--- config.mk ---
export PLATFORM = sky130hd
export DESIGN_NAME = radio_board
export DESIGN_NICKNAME = d
export VERILOG_FILES = /design/src/radio_board_pkg.sv /design/src/radio_ifs.sv /design/src/ctrl_regs.sv /design/src/adc_frontend.sv /design/src/dac_path.sv /design/src/spi_port.sv /design/src/radio_board.sv
export VERILOG_INCLUDE_DIRS = /design/src
export SDC_FILE = /design/constraint.sdc
export NUM_CORES = 1
export LEC_CHECK = 0
export BUFFER_PORTS_ARGS = -buffer_cell sky130_fd_sc_hd__buf_2
export CAP_MARGIN = 40
export CORE_MARGIN = 3
export CORE_UTILIZATION = 48
export DETAILED_ROUTE_END_ITERATION = 10
export PLACE_DENSITY = 0.79
export SYNTH_ARGS = -nofsm -noshare
export SYNTH_HDL_FRONTEND = slang
export SYNTH_SLANG_ARGS = --single-unit
--- constraint.sdc ---
create_clock -name dsp_clk -period 2.25 [get_ports dsp_clk]
set_input_delay 0.225 -clock dsp_clk [delete_from_list [all_inputs] [get_ports dsp_clk]]
set_output_delay 0.225 -clock dsp_clk [all_outputs]
set_load 0.05 [all_outputs]
--- src/radio_board_params.svh ---
`ifndef RADIO_BOARD_PARAMS_SVH
`define RADIO_BOARD_PARAMS_SVH

// Data widths
`define ADC_W                14
`define SAMPLE_W             16
`define LED_W                6
`define LED_ACTIVE_LOW_MASK  6'b011111   // All but LED 5 are active low

// SPI fan-out and SCLK half period in dsp_clk cycles
`define SPI_NDEV             4
`define SPI_DIV              2

// Watchdog counter width
`define WDOG_W               6

// Register offsets on the 5-bit AXI4-Lite address
`define REG_CTRL             5'h00
`define REG_LEDS             5'h04
`define REG_DAC_CONST        5'h08
`define REG_STATUS           5'h0C
`define REG_SPI              5'h10

`endif

--- src/radio_board_pkg.sv ---
`default_nettype none

package radio_board_pkg;

   // REG_SPI word, command when written and status when read
   typedef union packed {
      struct packed {
         logic [21:0] zero;
         logic [1:0]  dev;       // Target device
         logic [7:0]  tx_byte;
      } cmd;
      struct packed {
         logic        busy;
         logic [22:0] zero;
         logic [7:0]  rx_byte;   // Last byte shifted in
      } stat;
   } spi_word_u;

endpackage

`default_nettype wire

--- src/radio_ifs.sv ---
`timescale 1ns/1ps
`default_nettype none

`include "radio_board_params.svh"

// Conditioned ADC samples, new values every cycle
interface sample_if;
   logic [`SAMPLE_W-1:0] sample_a;
   logic [`SAMPLE_W-1:0] sample_b;
   logic                 ovf_a;
   logic                 ovf_b;

   modport source
   (
      output sample_a, sample_b, ovf_a, ovf_b
   );

   modport sink
   (
      input sample_a, sample_b, ovf_a, ovf_b
   );
endinterface

// Byte transfer request between register bank and SPI engine
interface spi_ctrl_if;
   logic                       start;     // One-cycle pulse
   radio_board_pkg::spi_word_u cmd;
   logic                       busy;
   logic [7:0]                 rx_byte;

   modport master
   (
      output start, cmd,
      input  busy, rx_byte
   );

   modport slave
   (
      input  start, cmd,
      output busy, rx_byte
   );
endinterface

`default_nettype wire

--- src/ctrl_regs.sv ---
`timescale 1ns/1ps
`default_nettype none

`include "radio_board_params.svh"

module ctrl_regs
(
   input  wire                dsp_clk,
   input  wire                rst_i,
   input  wire  [4:0]         s_axi_awaddr_i,
   input  wire                s_axi_awvalid_i,
   output logic               s_axi_awready_o,
   input  wire  [31:0]        s_axi_wdata_i,
   input  wire                s_axi_wvalid_i,
   output logic               s_axi_wready_o,
   output logic [1:0]         s_axi_bresp_o,
   output logic               s_axi_bvalid_o,
   input  wire                s_axi_bready_i,
   input  wire  [4:0]         s_axi_araddr_i,
   input  wire                s_axi_arvalid_i,
   output logic               s_axi_arready_o,
   output logic [31:0]        s_axi_rdata_o,
   output logic [1:0]         s_axi_rresp_o,
   output logic               s_axi_rvalid_o,
   input  wire                s_axi_rready_i,
   sample_if.sink             smp,
   spi_ctrl_if.master         spi,
   output logic [1:0]         adc_on_o,
   output logic [1:0]         adc_oe_o,
   output logic [1:0]         dac_src_adc_o,
   output logic [31:0]        dac_const_o,
   output logic [`LED_W-1:0]  leds_o,
   output logic               wdi_o
);

   logic [6:0]                 ctrl_q;
   logic [`LED_W-1:0]          leds_q;
   logic [31:0]                dac_const_q;
   logic [1:0]                 sticky_q;
   logic [`WDOG_W-1:0]         wdog_q;
   logic                       wr_en;
   logic                       rd_en;
   logic                       spi_go;
   radio_board_pkg::spi_word_u wr_word;
   radio_board_pkg::spi_word_u spi_stat;

   // Address and data must arrive together
   assign wr_en  = s_axi_awvalid_i && s_axi_wvalid_i && !s_axi_bvalid_o;
   assign rd_en  = s_axi_arvalid_i && s_axi_arready_o;
   assign spi_go = wr_en && (s_axi_awaddr_i == `REG_SPI) && !spi.busy && !spi.start;

   assign s_axi_awready_o = wr_en;
   assign s_axi_wready_o  = wr_en;
   assign s_axi_arready_o = !s_axi_rvalid_o;
   assign s_axi_bresp_o   = 2'b00;  // OKAY
   assign s_axi_rresp_o   = 2'b00;

   assign wr_word = s_axi_wdata_i;

   always_comb
   begin
      spi_stat              = '0;
      spi_stat.stat.busy    = spi.busy;
      spi_stat.stat.rx_byte = spi.rx_byte;
   end

   always_ff @(posedge dsp_clk)
   begin
      if (rst_i)
      begin
         ctrl_q         <= '0;
         leds_q         <= '0;
         dac_const_q    <= '0;
         s_axi_bvalid_o <= 1'b0;
         spi.start      <= 1'b0;
      end
      else
      begin
         spi.start <= spi_go;   // Busy SPI writes are acked and dropped
         if (wr_en)
         begin
            s_axi_bvalid_o <= 1'b1;
            case (s_axi_awaddr_i)
               `REG_CTRL:      ctrl_q      <= s_axi_wdata_i[6:0];
               `REG_LEDS:      leds_q      <= s_axi_wdata_i[`LED_W-1:0];
               `REG_DAC_CONST: dac_const_q <= s_axi_wdata_i;
               default: ;
            endcase
         end
         else if (s_axi_bready_i)
            s_axi_bvalid_o <= 1'b0;
      end
   end

   always_ff @(posedge dsp_clk)
   begin
      if (spi_go)
      begin
         spi.cmd.cmd.zero    <= '0;
         spi.cmd.cmd.dev     <= wr_word.cmd.dev;
         spi.cmd.cmd.tx_byte <= wr_word.cmd.tx_byte;
      end
   end

   always_ff @(posedge dsp_clk)
   begin
      if (rst_i)
      begin
         sticky_q       <= '0;
         s_axi_rvalid_o <= 1'b0;
      end
      else
      begin
         // A hit in the clearing cycle survives the read
         if (rd_en && s_axi_araddr_i == `REG_STATUS)
            sticky_q <= {smp.ovf_b, smp.ovf_a};
         else
            sticky_q <= sticky_q | {smp.ovf_b, smp.ovf_a};

         if (rd_en)
            s_axi_rvalid_o <= 1'b1;
         else if (s_axi_rready_i)
            s_axi_rvalid_o <= 1'b0;
      end
   end

   always_ff @(posedge dsp_clk)
   begin
      if (rd_en)
      begin
         case (s_axi_araddr_i)
            `REG_CTRL:      s_axi_rdata_o <= {25'd0, ctrl_q};
            `REG_LEDS:      s_axi_rdata_o <= {{(32-`LED_W){1'b0}}, leds_q};
            `REG_DAC_CONST: s_axi_rdata_o <= dac_const_q;
            `REG_STATUS:    s_axi_rdata_o <= {29'd0, spi.busy, sticky_q};
            `REG_SPI:       s_axi_rdata_o <= spi_stat;
            default:        s_axi_rdata_o <= '0;
         endcase
      end
   end

   // Watchdog runs only once software reports config done
   always_ff @(posedge dsp_clk)
   begin
      if (rst_i || !ctrl_q[6])
         wdog_q <= '0;
      else
         wdog_q <= wdog_q + 1'b1;
   end

   assign wdi_o         = wdog_q[`WDOG_W-1];
   assign adc_on_o      = ctrl_q[1:0];
   assign adc_oe_o      = ctrl_q[3:2];
   assign dac_src_adc_o = ctrl_q[5:4];   // 1 selects ADC loopback
   assign dac_const_o   = dac_const_q;
   assign leds_o        = leds_q;

endmodule

`default_nettype wire

--- src/adc_frontend.sv ---
`timescale 1ns/1ps
`default_nettype none

`include "radio_board_params.svh"

module adc_frontend
(
   input  wire              dsp_clk,
   input  wire              rst_i,
   input  wire [`ADC_W-1:0] adc_a_i,
   input  wire [`ADC_W-1:0] adc_b_i,
   input  wire              adc_ovf_a_i,
   input  wire              adc_ovf_b_i,
   sample_if.source         smp
);

   // Index 0 is channel A, 1 is channel B
   logic [1:0][`ADC_W-1:0] raw_q1;
   logic [1:0][`ADC_W-1:0] raw_q2;
   logic [1:0]             ovf_q1;
   logic [1:0]             ovf_q2;

   always_ff @(posedge dsp_clk)
   begin
      raw_q1 <= {adc_b_i, adc_a_i};
      raw_q2 <= raw_q1;
   end

   always_ff @(posedge dsp_clk)
   begin
      if (rst_i)
      begin
         ovf_q1 <= '0;
         ovf_q2 <= '0;
      end
      else
      begin
         ovf_q1 <= {adc_ovf_b_i, adc_ovf_a_i};
         ovf_q2 <= ovf_q1;
      end
   end

   // Two's complement sign extension
   assign smp.sample_a = {{(`SAMPLE_W-`ADC_W){raw_q2[0][`ADC_W-1]}}, raw_q2[0]};
   assign smp.sample_b = {{(`SAMPLE_W-`ADC_W){raw_q2[1][`ADC_W-1]}}, raw_q2[1]};
   assign smp.ovf_a    = ovf_q2[0];
   assign smp.ovf_b    = ovf_q2[1];

endmodule

`default_nettype wire

--- src/dac_path.sv ---
`timescale 1ns/1ps
`default_nettype none

`include "radio_board_params.svh"

module dac_path
(
   input  wire                   dsp_clk,
   input  wire                   rst_i,
   sample_if.sink                smp,
   input  wire  [1:0]            dac_src_adc_i,
   input  wire  [2*`SAMPLE_W-1:0] dac_const_i,
   output logic [`SAMPLE_W-1:0]  dac_a_o,
   output logic [`SAMPLE_W-1:0]  dac_b_o
);

   // Output register, rising edge
   always_ff @(posedge dsp_clk)
   begin
      if (rst_i)
      begin
         dac_a_o <= '0;
         dac_b_o <= '0;
      end
      else
      begin
         dac_a_o <= dac_src_adc_i[0] ? smp.sample_a : dac_const_i[`SAMPLE_W-1:0];
         dac_b_o <= dac_src_adc_i[1] ? smp.sample_b
                                     : dac_const_i[2*`SAMPLE_W-1:`SAMPLE_W];
      end
   end

endmodule

`default_nettype wire

--- src/spi_port.sv ---
`timescale 1ns/1ps
`default_nettype none

`include "radio_board_params.svh"

module spi_port
(
   input  wire                  dsp_clk,
   input  wire                  rst_i,
   spi_ctrl_if.slave            spi,
   output logic [`SPI_NDEV-1:0] spi_sen_o,
   output logic [`SPI_NDEV-1:0] spi_sclk_o,
   output logic [`SPI_NDEV-1:0] spi_sdi_o,
   input  wire  [`SPI_NDEV-1:0] spi_sdo_i
);

   localparam int DIV_W = $clog2(`SPI_DIV) + 1;

   logic             busy_q;
   logic             sclk_q;
   logic [DIV_W-1:0] div_q;
   logic [2:0]       bit_q;
   logic [7:0]       tx_q;
   logic [7:0]       rx_q;
   logic [1:0]       dev_q;
   logic             half_done;
   logic             miso;
   logic [`SPI_NDEV-1:0] dev_sel;

   assign half_done = (div_q == DIV_W'(`SPI_DIV - 1));
   assign miso      = spi_sdo_i[dev_q];   // Only the addressed device is heard

   always_ff @(posedge dsp_clk)
   begin
      if (rst_i)
      begin
         busy_q <= 1'b0;
         sclk_q <= 1'b0;
         div_q  <= '0;
         bit_q  <= '0;
      end
      else if (!busy_q)
      begin
         if (spi.start)
         begin
            busy_q <= 1'b1;
            div_q  <= '0;
            bit_q  <= '0;
         end
      end
      else if (half_done)
      begin
         div_q  <= '0;
         sclk_q <= !sclk_q;
         if (sclk_q)                        // Falling edge
         begin
            bit_q <= bit_q + 1'b1;
            if (bit_q == 3'd7)
               busy_q <= 1'b0;              // CS rises with the last fall
         end
      end
      else
         div_q <= div_q + 1'b1;
   end

   always_ff @(posedge dsp_clk)
   begin
      if (rst_i)
         rx_q <= '0;
      else if (busy_q && half_done && !sclk_q)
         rx_q <= {rx_q[6:0], miso};         // Sample on rising edge
   end

   always_ff @(posedge dsp_clk)
   begin
      if (!busy_q && spi.start)
      begin
         tx_q  <= spi.cmd.cmd.tx_byte;
         dev_q <= spi.cmd.cmd.dev;
      end
      else if (busy_q && half_done && sclk_q)
         tx_q <= {tx_q[6:0], 1'b0};         // Next bit after the fall
   end

   always_comb
   begin
      dev_sel        = '0;
      dev_sel[dev_q] = busy_q;
   end

   // Idle devices see CS high, SCLK and SDI low
   assign spi_sen_o  = ~dev_sel;
   assign spi_sclk_o = dev_sel & {`SPI_NDEV{sclk_q}};
   assign spi_sdi_o  = dev_sel & {`SPI_NDEV{tx_q[7]}};

   assign spi.busy    = busy_q;
   assign spi.rx_byte = rx_q;

endmodule

`default_nettype wire

--- src/radio_board.sv ---
`timescale 1ns/1ps
`default_nettype none

`include "radio_board_params.svh"

module radio_board
(
   input  wire                  dsp_clk,
   input  wire                  rst_i,
   input  wire  [4:0]           s_axi_awaddr_i,
   input  wire                  s_axi_awvalid_i,
   output logic                 s_axi_awready_o,
   input  wire  [31:0]          s_axi_wdata_i,
   input  wire                  s_axi_wvalid_i,
   output logic                 s_axi_wready_o,
   output logic [1:0]           s_axi_bresp_o,
   output logic                 s_axi_bvalid_o,
   input  wire                  s_axi_bready_i,
   input  wire  [4:0]           s_axi_araddr_i,
   input  wire                  s_axi_arvalid_i,
   output logic                 s_axi_arready_o,
   output logic [31:0]          s_axi_rdata_o,
   output logic [1:0]           s_axi_rresp_o,
   output logic                 s_axi_rvalid_o,
   input  wire                  s_axi_rready_i,
   input  wire  [`ADC_W-1:0]    adc_a_i,
   input  wire  [`ADC_W-1:0]    adc_b_i,
   input  wire                  adc_ovf_a_i,
   input  wire                  adc_ovf_b_i,
   output logic                 adc_pdn_a_o,
   output logic                 adc_pdn_b_o,
   output logic                 adc_oen_a_o,
   output logic                 adc_oen_b_o,
   output logic [`SAMPLE_W-1:0] dac_a_o,
   output logic [`SAMPLE_W-1:0] dac_b_o,
   output logic [`SPI_NDEV-1:0] spi_sen_o,
   output logic [`SPI_NDEV-1:0] spi_sclk_o,
   output logic [`SPI_NDEV-1:0] spi_sdi_o,
   input  wire  [`SPI_NDEV-1:0] spi_sdo_i,
   output logic [`LED_W-1:0]    leds_o,
   output logic                 wdi_o
);

   logic [1:0]        adc_on;
   logic [1:0]        adc_oe;
   logic [1:0]        dac_src_adc;
   logic [31:0]       dac_const;
   logic [`LED_W-1:0] leds_int;

   sample_if   smp ();
   spi_ctrl_if spi ();

   // AXI and clock/reset ports share names with the top level
   ctrl_regs i_ctrl_regs
   (
      .smp           (smp),
      .spi           (spi),
      .adc_on_o      (adc_on),
      .adc_oe_o      (adc_oe),
      .dac_src_adc_o (dac_src_adc),
      .dac_const_o   (dac_const),
      .leds_o        (leds_int),
      .*
   );

   adc_frontend i_adc_frontend
   (
      .dsp_clk     (dsp_clk),
      .rst_i       (rst_i),
      .adc_a_i     (adc_a_i),
      .adc_b_i     (adc_b_i),
      .adc_ovf_a_i (adc_ovf_a_i),
      .adc_ovf_b_i (adc_ovf_b_i),
      .smp         (smp)
   );

   dac_path i_dac_path
   (
      .dsp_clk       (dsp_clk),
      .rst_i         (rst_i),
      .smp           (smp),
      .dac_src_adc_i (dac_src_adc),
      .dac_const_i   (dac_const),
      .dac_a_o       (dac_a_o),
      .dac_b_o       (dac_b_o)
   );

   spi_port i_spi_port
   (
      .dsp_clk    (dsp_clk),
      .rst_i      (rst_i),
      .spi        (spi),
      .spi_sen_o  (spi_sen_o),
      .spi_sclk_o (spi_sclk_o),
      .spi_sdi_o  (spi_sdi_o),
      .spi_sdo_i  (spi_sdo_i)
   );

   // ADC control pins are active low
   assign adc_pdn_a_o = ~adc_on[0];
   assign adc_pdn_b_o = ~adc_on[1];
   assign adc_oen_a_o = ~adc_oe[0];
   assign adc_oen_b_o = ~adc_oe[1];

   assign leds_o = leds_int ^ `LED_ACTIVE_LOW_MASK;   // Per-LED polarity

endmodule

`default_nettype wire

==> Implementation_results.wiki <==
{| class="wikitable"
! Metric !! Value
|-
| Worst setup path category || flip-flop to output pin
|-
| First-pass GRT wire length || 28,000 um
|-
| RD Place Congestion || 0.8713
|-
| GRT busiest layer || met2
|-
| I/O Pins || 179
|-
| Synthesis-stage register bit count || 215
|-
| Die X || 131.8 um
|-
| Unrepaired setup endpoints after global routing || false
|-
| Met3 track demand over resource in global routing || 0.03626
|-
| Area share of the largest cell type after synthesis || 0.4299
|-
| GRT Resource Usage Total || 0.1981
|-
| Filler Cell Count || 1,149
|-
| Fraction of layout instances using a drive strength above 1 || 0.2511
|-
| Leading cell types in the layout, fill and taps excluded || sky130_fd_sc_hd__buf_2, sky130_fd_sc_hd__dfxtp_1, sky130_fd_sc_hd__nand2b_1
|-
| Number of global-route vias before repair || 5,397
|-
| # diodes || 0
|-
| Number of H-tree branching levels || 1
|-
| Std-Cell Core Area || 15,310 um2
|-
| Clk Latency, worst-skew pair || 0.50 ns
|-
| PostCTS Resize Cnt || 0
|-
| Placement Setup Slack || 0.4788 ns
|-
| Final period demand of the worst path || 1.999 ns
|-
| Avg Synthesized Cell Area || 11.71 um2
|-
| Final antenna-violating net count || 0
|-
| Power per cell area || 807.3 nW/um2
|-
| Setup total negative slack || 0 ns
|-
| Number of nets in the finished design || 966
|-
| Synth-to-Final Area Change || 31.65%
|-
| Root Driver || sky130_fd_sc_hd__clkbuf_16
|-
| Yosys Warn Count || 0
|-
| Endpoint type of the worst setup path || output pin
|-
| Number of synthesized flops with an enable pin || 52
|-
| Unique cell type count in the Yosys netlist || 45
|-
| Post-route fraction of the period consumed by the critical path || 0.8883
|-
| CP Launch Type || flip-flop
|-
| Via count of the routed design || 5,353
|-
| Post-synth top area cell || sky130_fd_sc_hd__dfxtp_1
|-
| Share of flip-flops with an asynchronous set or reset after synthesis || 0
|-
| Initial antenna violation count || 0
|-
| WL per Instance || 15.77 um
|-
| Arrival time of data at the critical path endpoint || 1.77 ns
|-
| DRC errors left || 0
|-
| Slew of the pin with the lowest slew margin || 0.7337 ns
|-
| Total of endpoints with negative setup slack in the final report || 0
|-
| First drt pass iteration count || 5
|-
| Total congestion overflow after global routing || 0
|-
| DRC marker count from the first detailed-route iteration || 398
|-
| Global-route track usage on met1 || 0.2531
|-
| Post-layout worst setup margin || 0.2513 ns
|-
| Count of buffers added by post-CTS timing repair for setup || 0
|-
| Hold buffer count at cts || 58
|-
| RR Startpoint || i_spi_port.spi.busy
|-
| Netlist area before placement || 7591 um2
|-
| Die Outline Area || 17,360 um2
|-
| Worst hold path class || input pin to flip-flop
|-
| Rel. slew slack || 0.5063
|-
| Critical path launch point || i_spi_port.spi.busy
|-
| Clock Sink Count || 215
|-
| Cells traversed along the worst timing path || nor3b_1 > inv_1 > nor2_1 > buf_2
|-
| Largest net degree at the start of global routing || 56
|-
| Ranking of synthesized cells by area || sky130_fd_sc_hd__dfxtp_1, sky130_fd_sc_hd__edfxtp_1, sky130_fd_sc_hd__mux2i_1
|-
| Leading cell type in the layout, fill and taps excluded || sky130_fd_sc_hd__buf_2
|-
| Clock-pin slew on the worst setup and hold paths || 0.06 ns
|-
| Clock tree from TritonCTS || done
|-
| Outcome || completed
|-
| Hold wc startpoint || s_axi_wdata_i[11]
|-
| Part of the Yosys area used for sequential elements || 0.6356
|-
| Max FO, Critical Path || 14
|-
| Aggregate routed wire length || 17,460 um
|-
| TritonCTS Buffers || 22
|-
| Final hold viol count || 0
|-
| Die Span Y || 131.8 um
|-
| Initial Utilization || 0.4957
|-
| Post-detail-place hpwl || 11,510 um
|-
| Met2 routing resource usage after global routing || 0.3395
|-
| Max incr delay on CP || 0.60 ns
|-
| Number of rows in the core area || 45
|-
| Maximum buffer depth of the clock tree || 3
|-
| Leakage dissipation || 4.187 nW
|-
| Largest vdd supply drop || 0.5819 mV
|-
| Most used flip-flop cell after synthesis || sky130_fd_sc_hd__dfxtp_1
|-
| Number of pins exceeding their max-slew limit in the final report || 0
|-
| Post-synthesis cell count || 648
|-
| Max-cap violations || 0
|-
| Required time of the critical path || 2.03 ns
|-
| CP max stage cell || sky130_fd_sc_hd__dfxtp_1
|-
| # port buffers || 174
|-
| Max Clock Freq || 500.3 MHz
|-
| Routed via count divided by cell count || 4.836
|-
| Fin Clk Skew || 0.02070 ns
|}
cell families (layout without fill, tap and decap cells):
kind of cell | Yosys count | after routing | share of synthesized area
compound gates | 33 | 33 | 0.02654
xor+xnor | 3 | 3 | 0.003462
fa+ha+maj | 3 | 3 | 0.004945
buf+inv | 53 | 298 | 0.03379
flops | 215 | 215 | 0.6356
mux | 73 | 73 | 0.09791
other cells | 1 | 4 | 0.0004940
simple gates | 267 | 267 | 0.1973
report_power, final:
part           switching (W)  internal [W]
clock                0.00143       0.00206
sequential         0.0000303       0.00404
combinational       0.000304      0.000202
total                0.00176       0.00631
path summary, 6_finish.rpt:
path / endpoint / slack (ns) / cells past startpoint
setup reg to reg: i_ctrl_regs.spi.cmd[4] / 0.59 / 2
hold reg to reg: i_adc_frontend.smp.sample_a[13] / 0.32 / 0
hold / removal: i_ctrl_regs.dac_const_o[11] / 0.01 / 3
setup / recovery: spi_sclk_o[0] / 0.25 / 4
layout make-up:
class	count	area [um2]	share of cell area
Inverter	16	60.06	0.006010
Tap cell	211	264.0	0.02642
Sequential cell	215	4825	0.4828
Clock inverter	9	83.83	0.008389
Clock buffer	31	624.3	0.06248
Timing Repair Buffer	242	1607	0.1608
Multi-Input combinational cell	383	2530	0.2532
critical path: cells and delay by family (launching register included):
kind | cells | cell delay (ns)
buffers and inverters | 2 | 0.35
DFF | 1 | 0.60
and+or+nand+nor | 2 | 0.32
stage by stage:
step,power (W),hold slack (ns),instance area [um2],util,cells
final,0.008068,0.01483,9993,0.6525,1107
after global routing,0.008329,0.01737,9993,0.6525,1107
after CTS,0.008134,0.001533,9993,0.6525,1107
after detailed placement,0.004582,0.3121,8705,0.5684,1009
after global placement,0.004571,0.3102,8650,0.5648,1007
after floorplan,0.004418,0.2527,7605,-,651
registers in the layout, summed over array words and instances, names as in the netlist, 3 cells and up:
| name | count |
|---|---|
| i_ctrl_regs.wdog_q | 6 |
| i_ctrl_regs.leds_o | 6 |
| i_spi_port.bit_q | 3 |
| i_adc_frontend.raw_q1 | 28 |
| i_dac_path.dac_b_o | 16 |
| i_ctrl_regs.spi.cmd | 10 |
| i_adc_frontend.smp.sample_a | 14 |
| i_spi_port.tx_q | 8 |
| i_ctrl_regs.ctrl_q | 7 |
| i_ctrl_regs.s_axi_rdata_o | 32 |
| i_adc_frontend.smp.sample_b | 14 |
| i_spi_port.spi.rx_byte | 8 |
| i_ctrl_regs.dac_const_o | 32 |
| i_dac_path.dac_a_o | 16 |
synth_stat cells (5+ instances only):
library cell	count
sky130_fd_sc_hd__inv_1	15
sky130_fd_sc_hd__dfxtp_1	163
sky130_fd_sc_hd__nor2b_1	6
sky130_fd_sc_hd__nor3_1	5
sky130_fd_sc_hd__edfxtp_1	52
sky130_fd_sc_hd__buf_2	6
sky130_fd_sc_hd__nand2b_1	85
sky130_fd_sc_hd__and3_1	14
sky130_fd_sc_hd__nor2_1	46
sky130_fd_sc_hd__clkbuf_1	14
sky130_fd_sc_hd__and2_1	25
sky130_fd_sc_hd__mux2i_1	72
sky130_fd_sc_hd__nand2_1	45
sky130_fd_sc_hd__buf_1	5
sky130_fd_sc_hd__a21oi_1	20
sky130_fd_sc_hd__nand3_1	13
sky130_fd_sc_hd__buf_4	9
sky130_fd_sc_hd__nand3b_1	5
sky130_fd_sc_hd__o21ai_0	5
routing by layer:
metal	wire length, um	part of all wire	vias to the layer above
met5	0	0	-
met4	550	0.031	0
met3	946	0.054	38
met2	8595	0.49	161
met1	7369	0.42	2510
li1	-	-	2644
(Power assumes the default switching activity.)
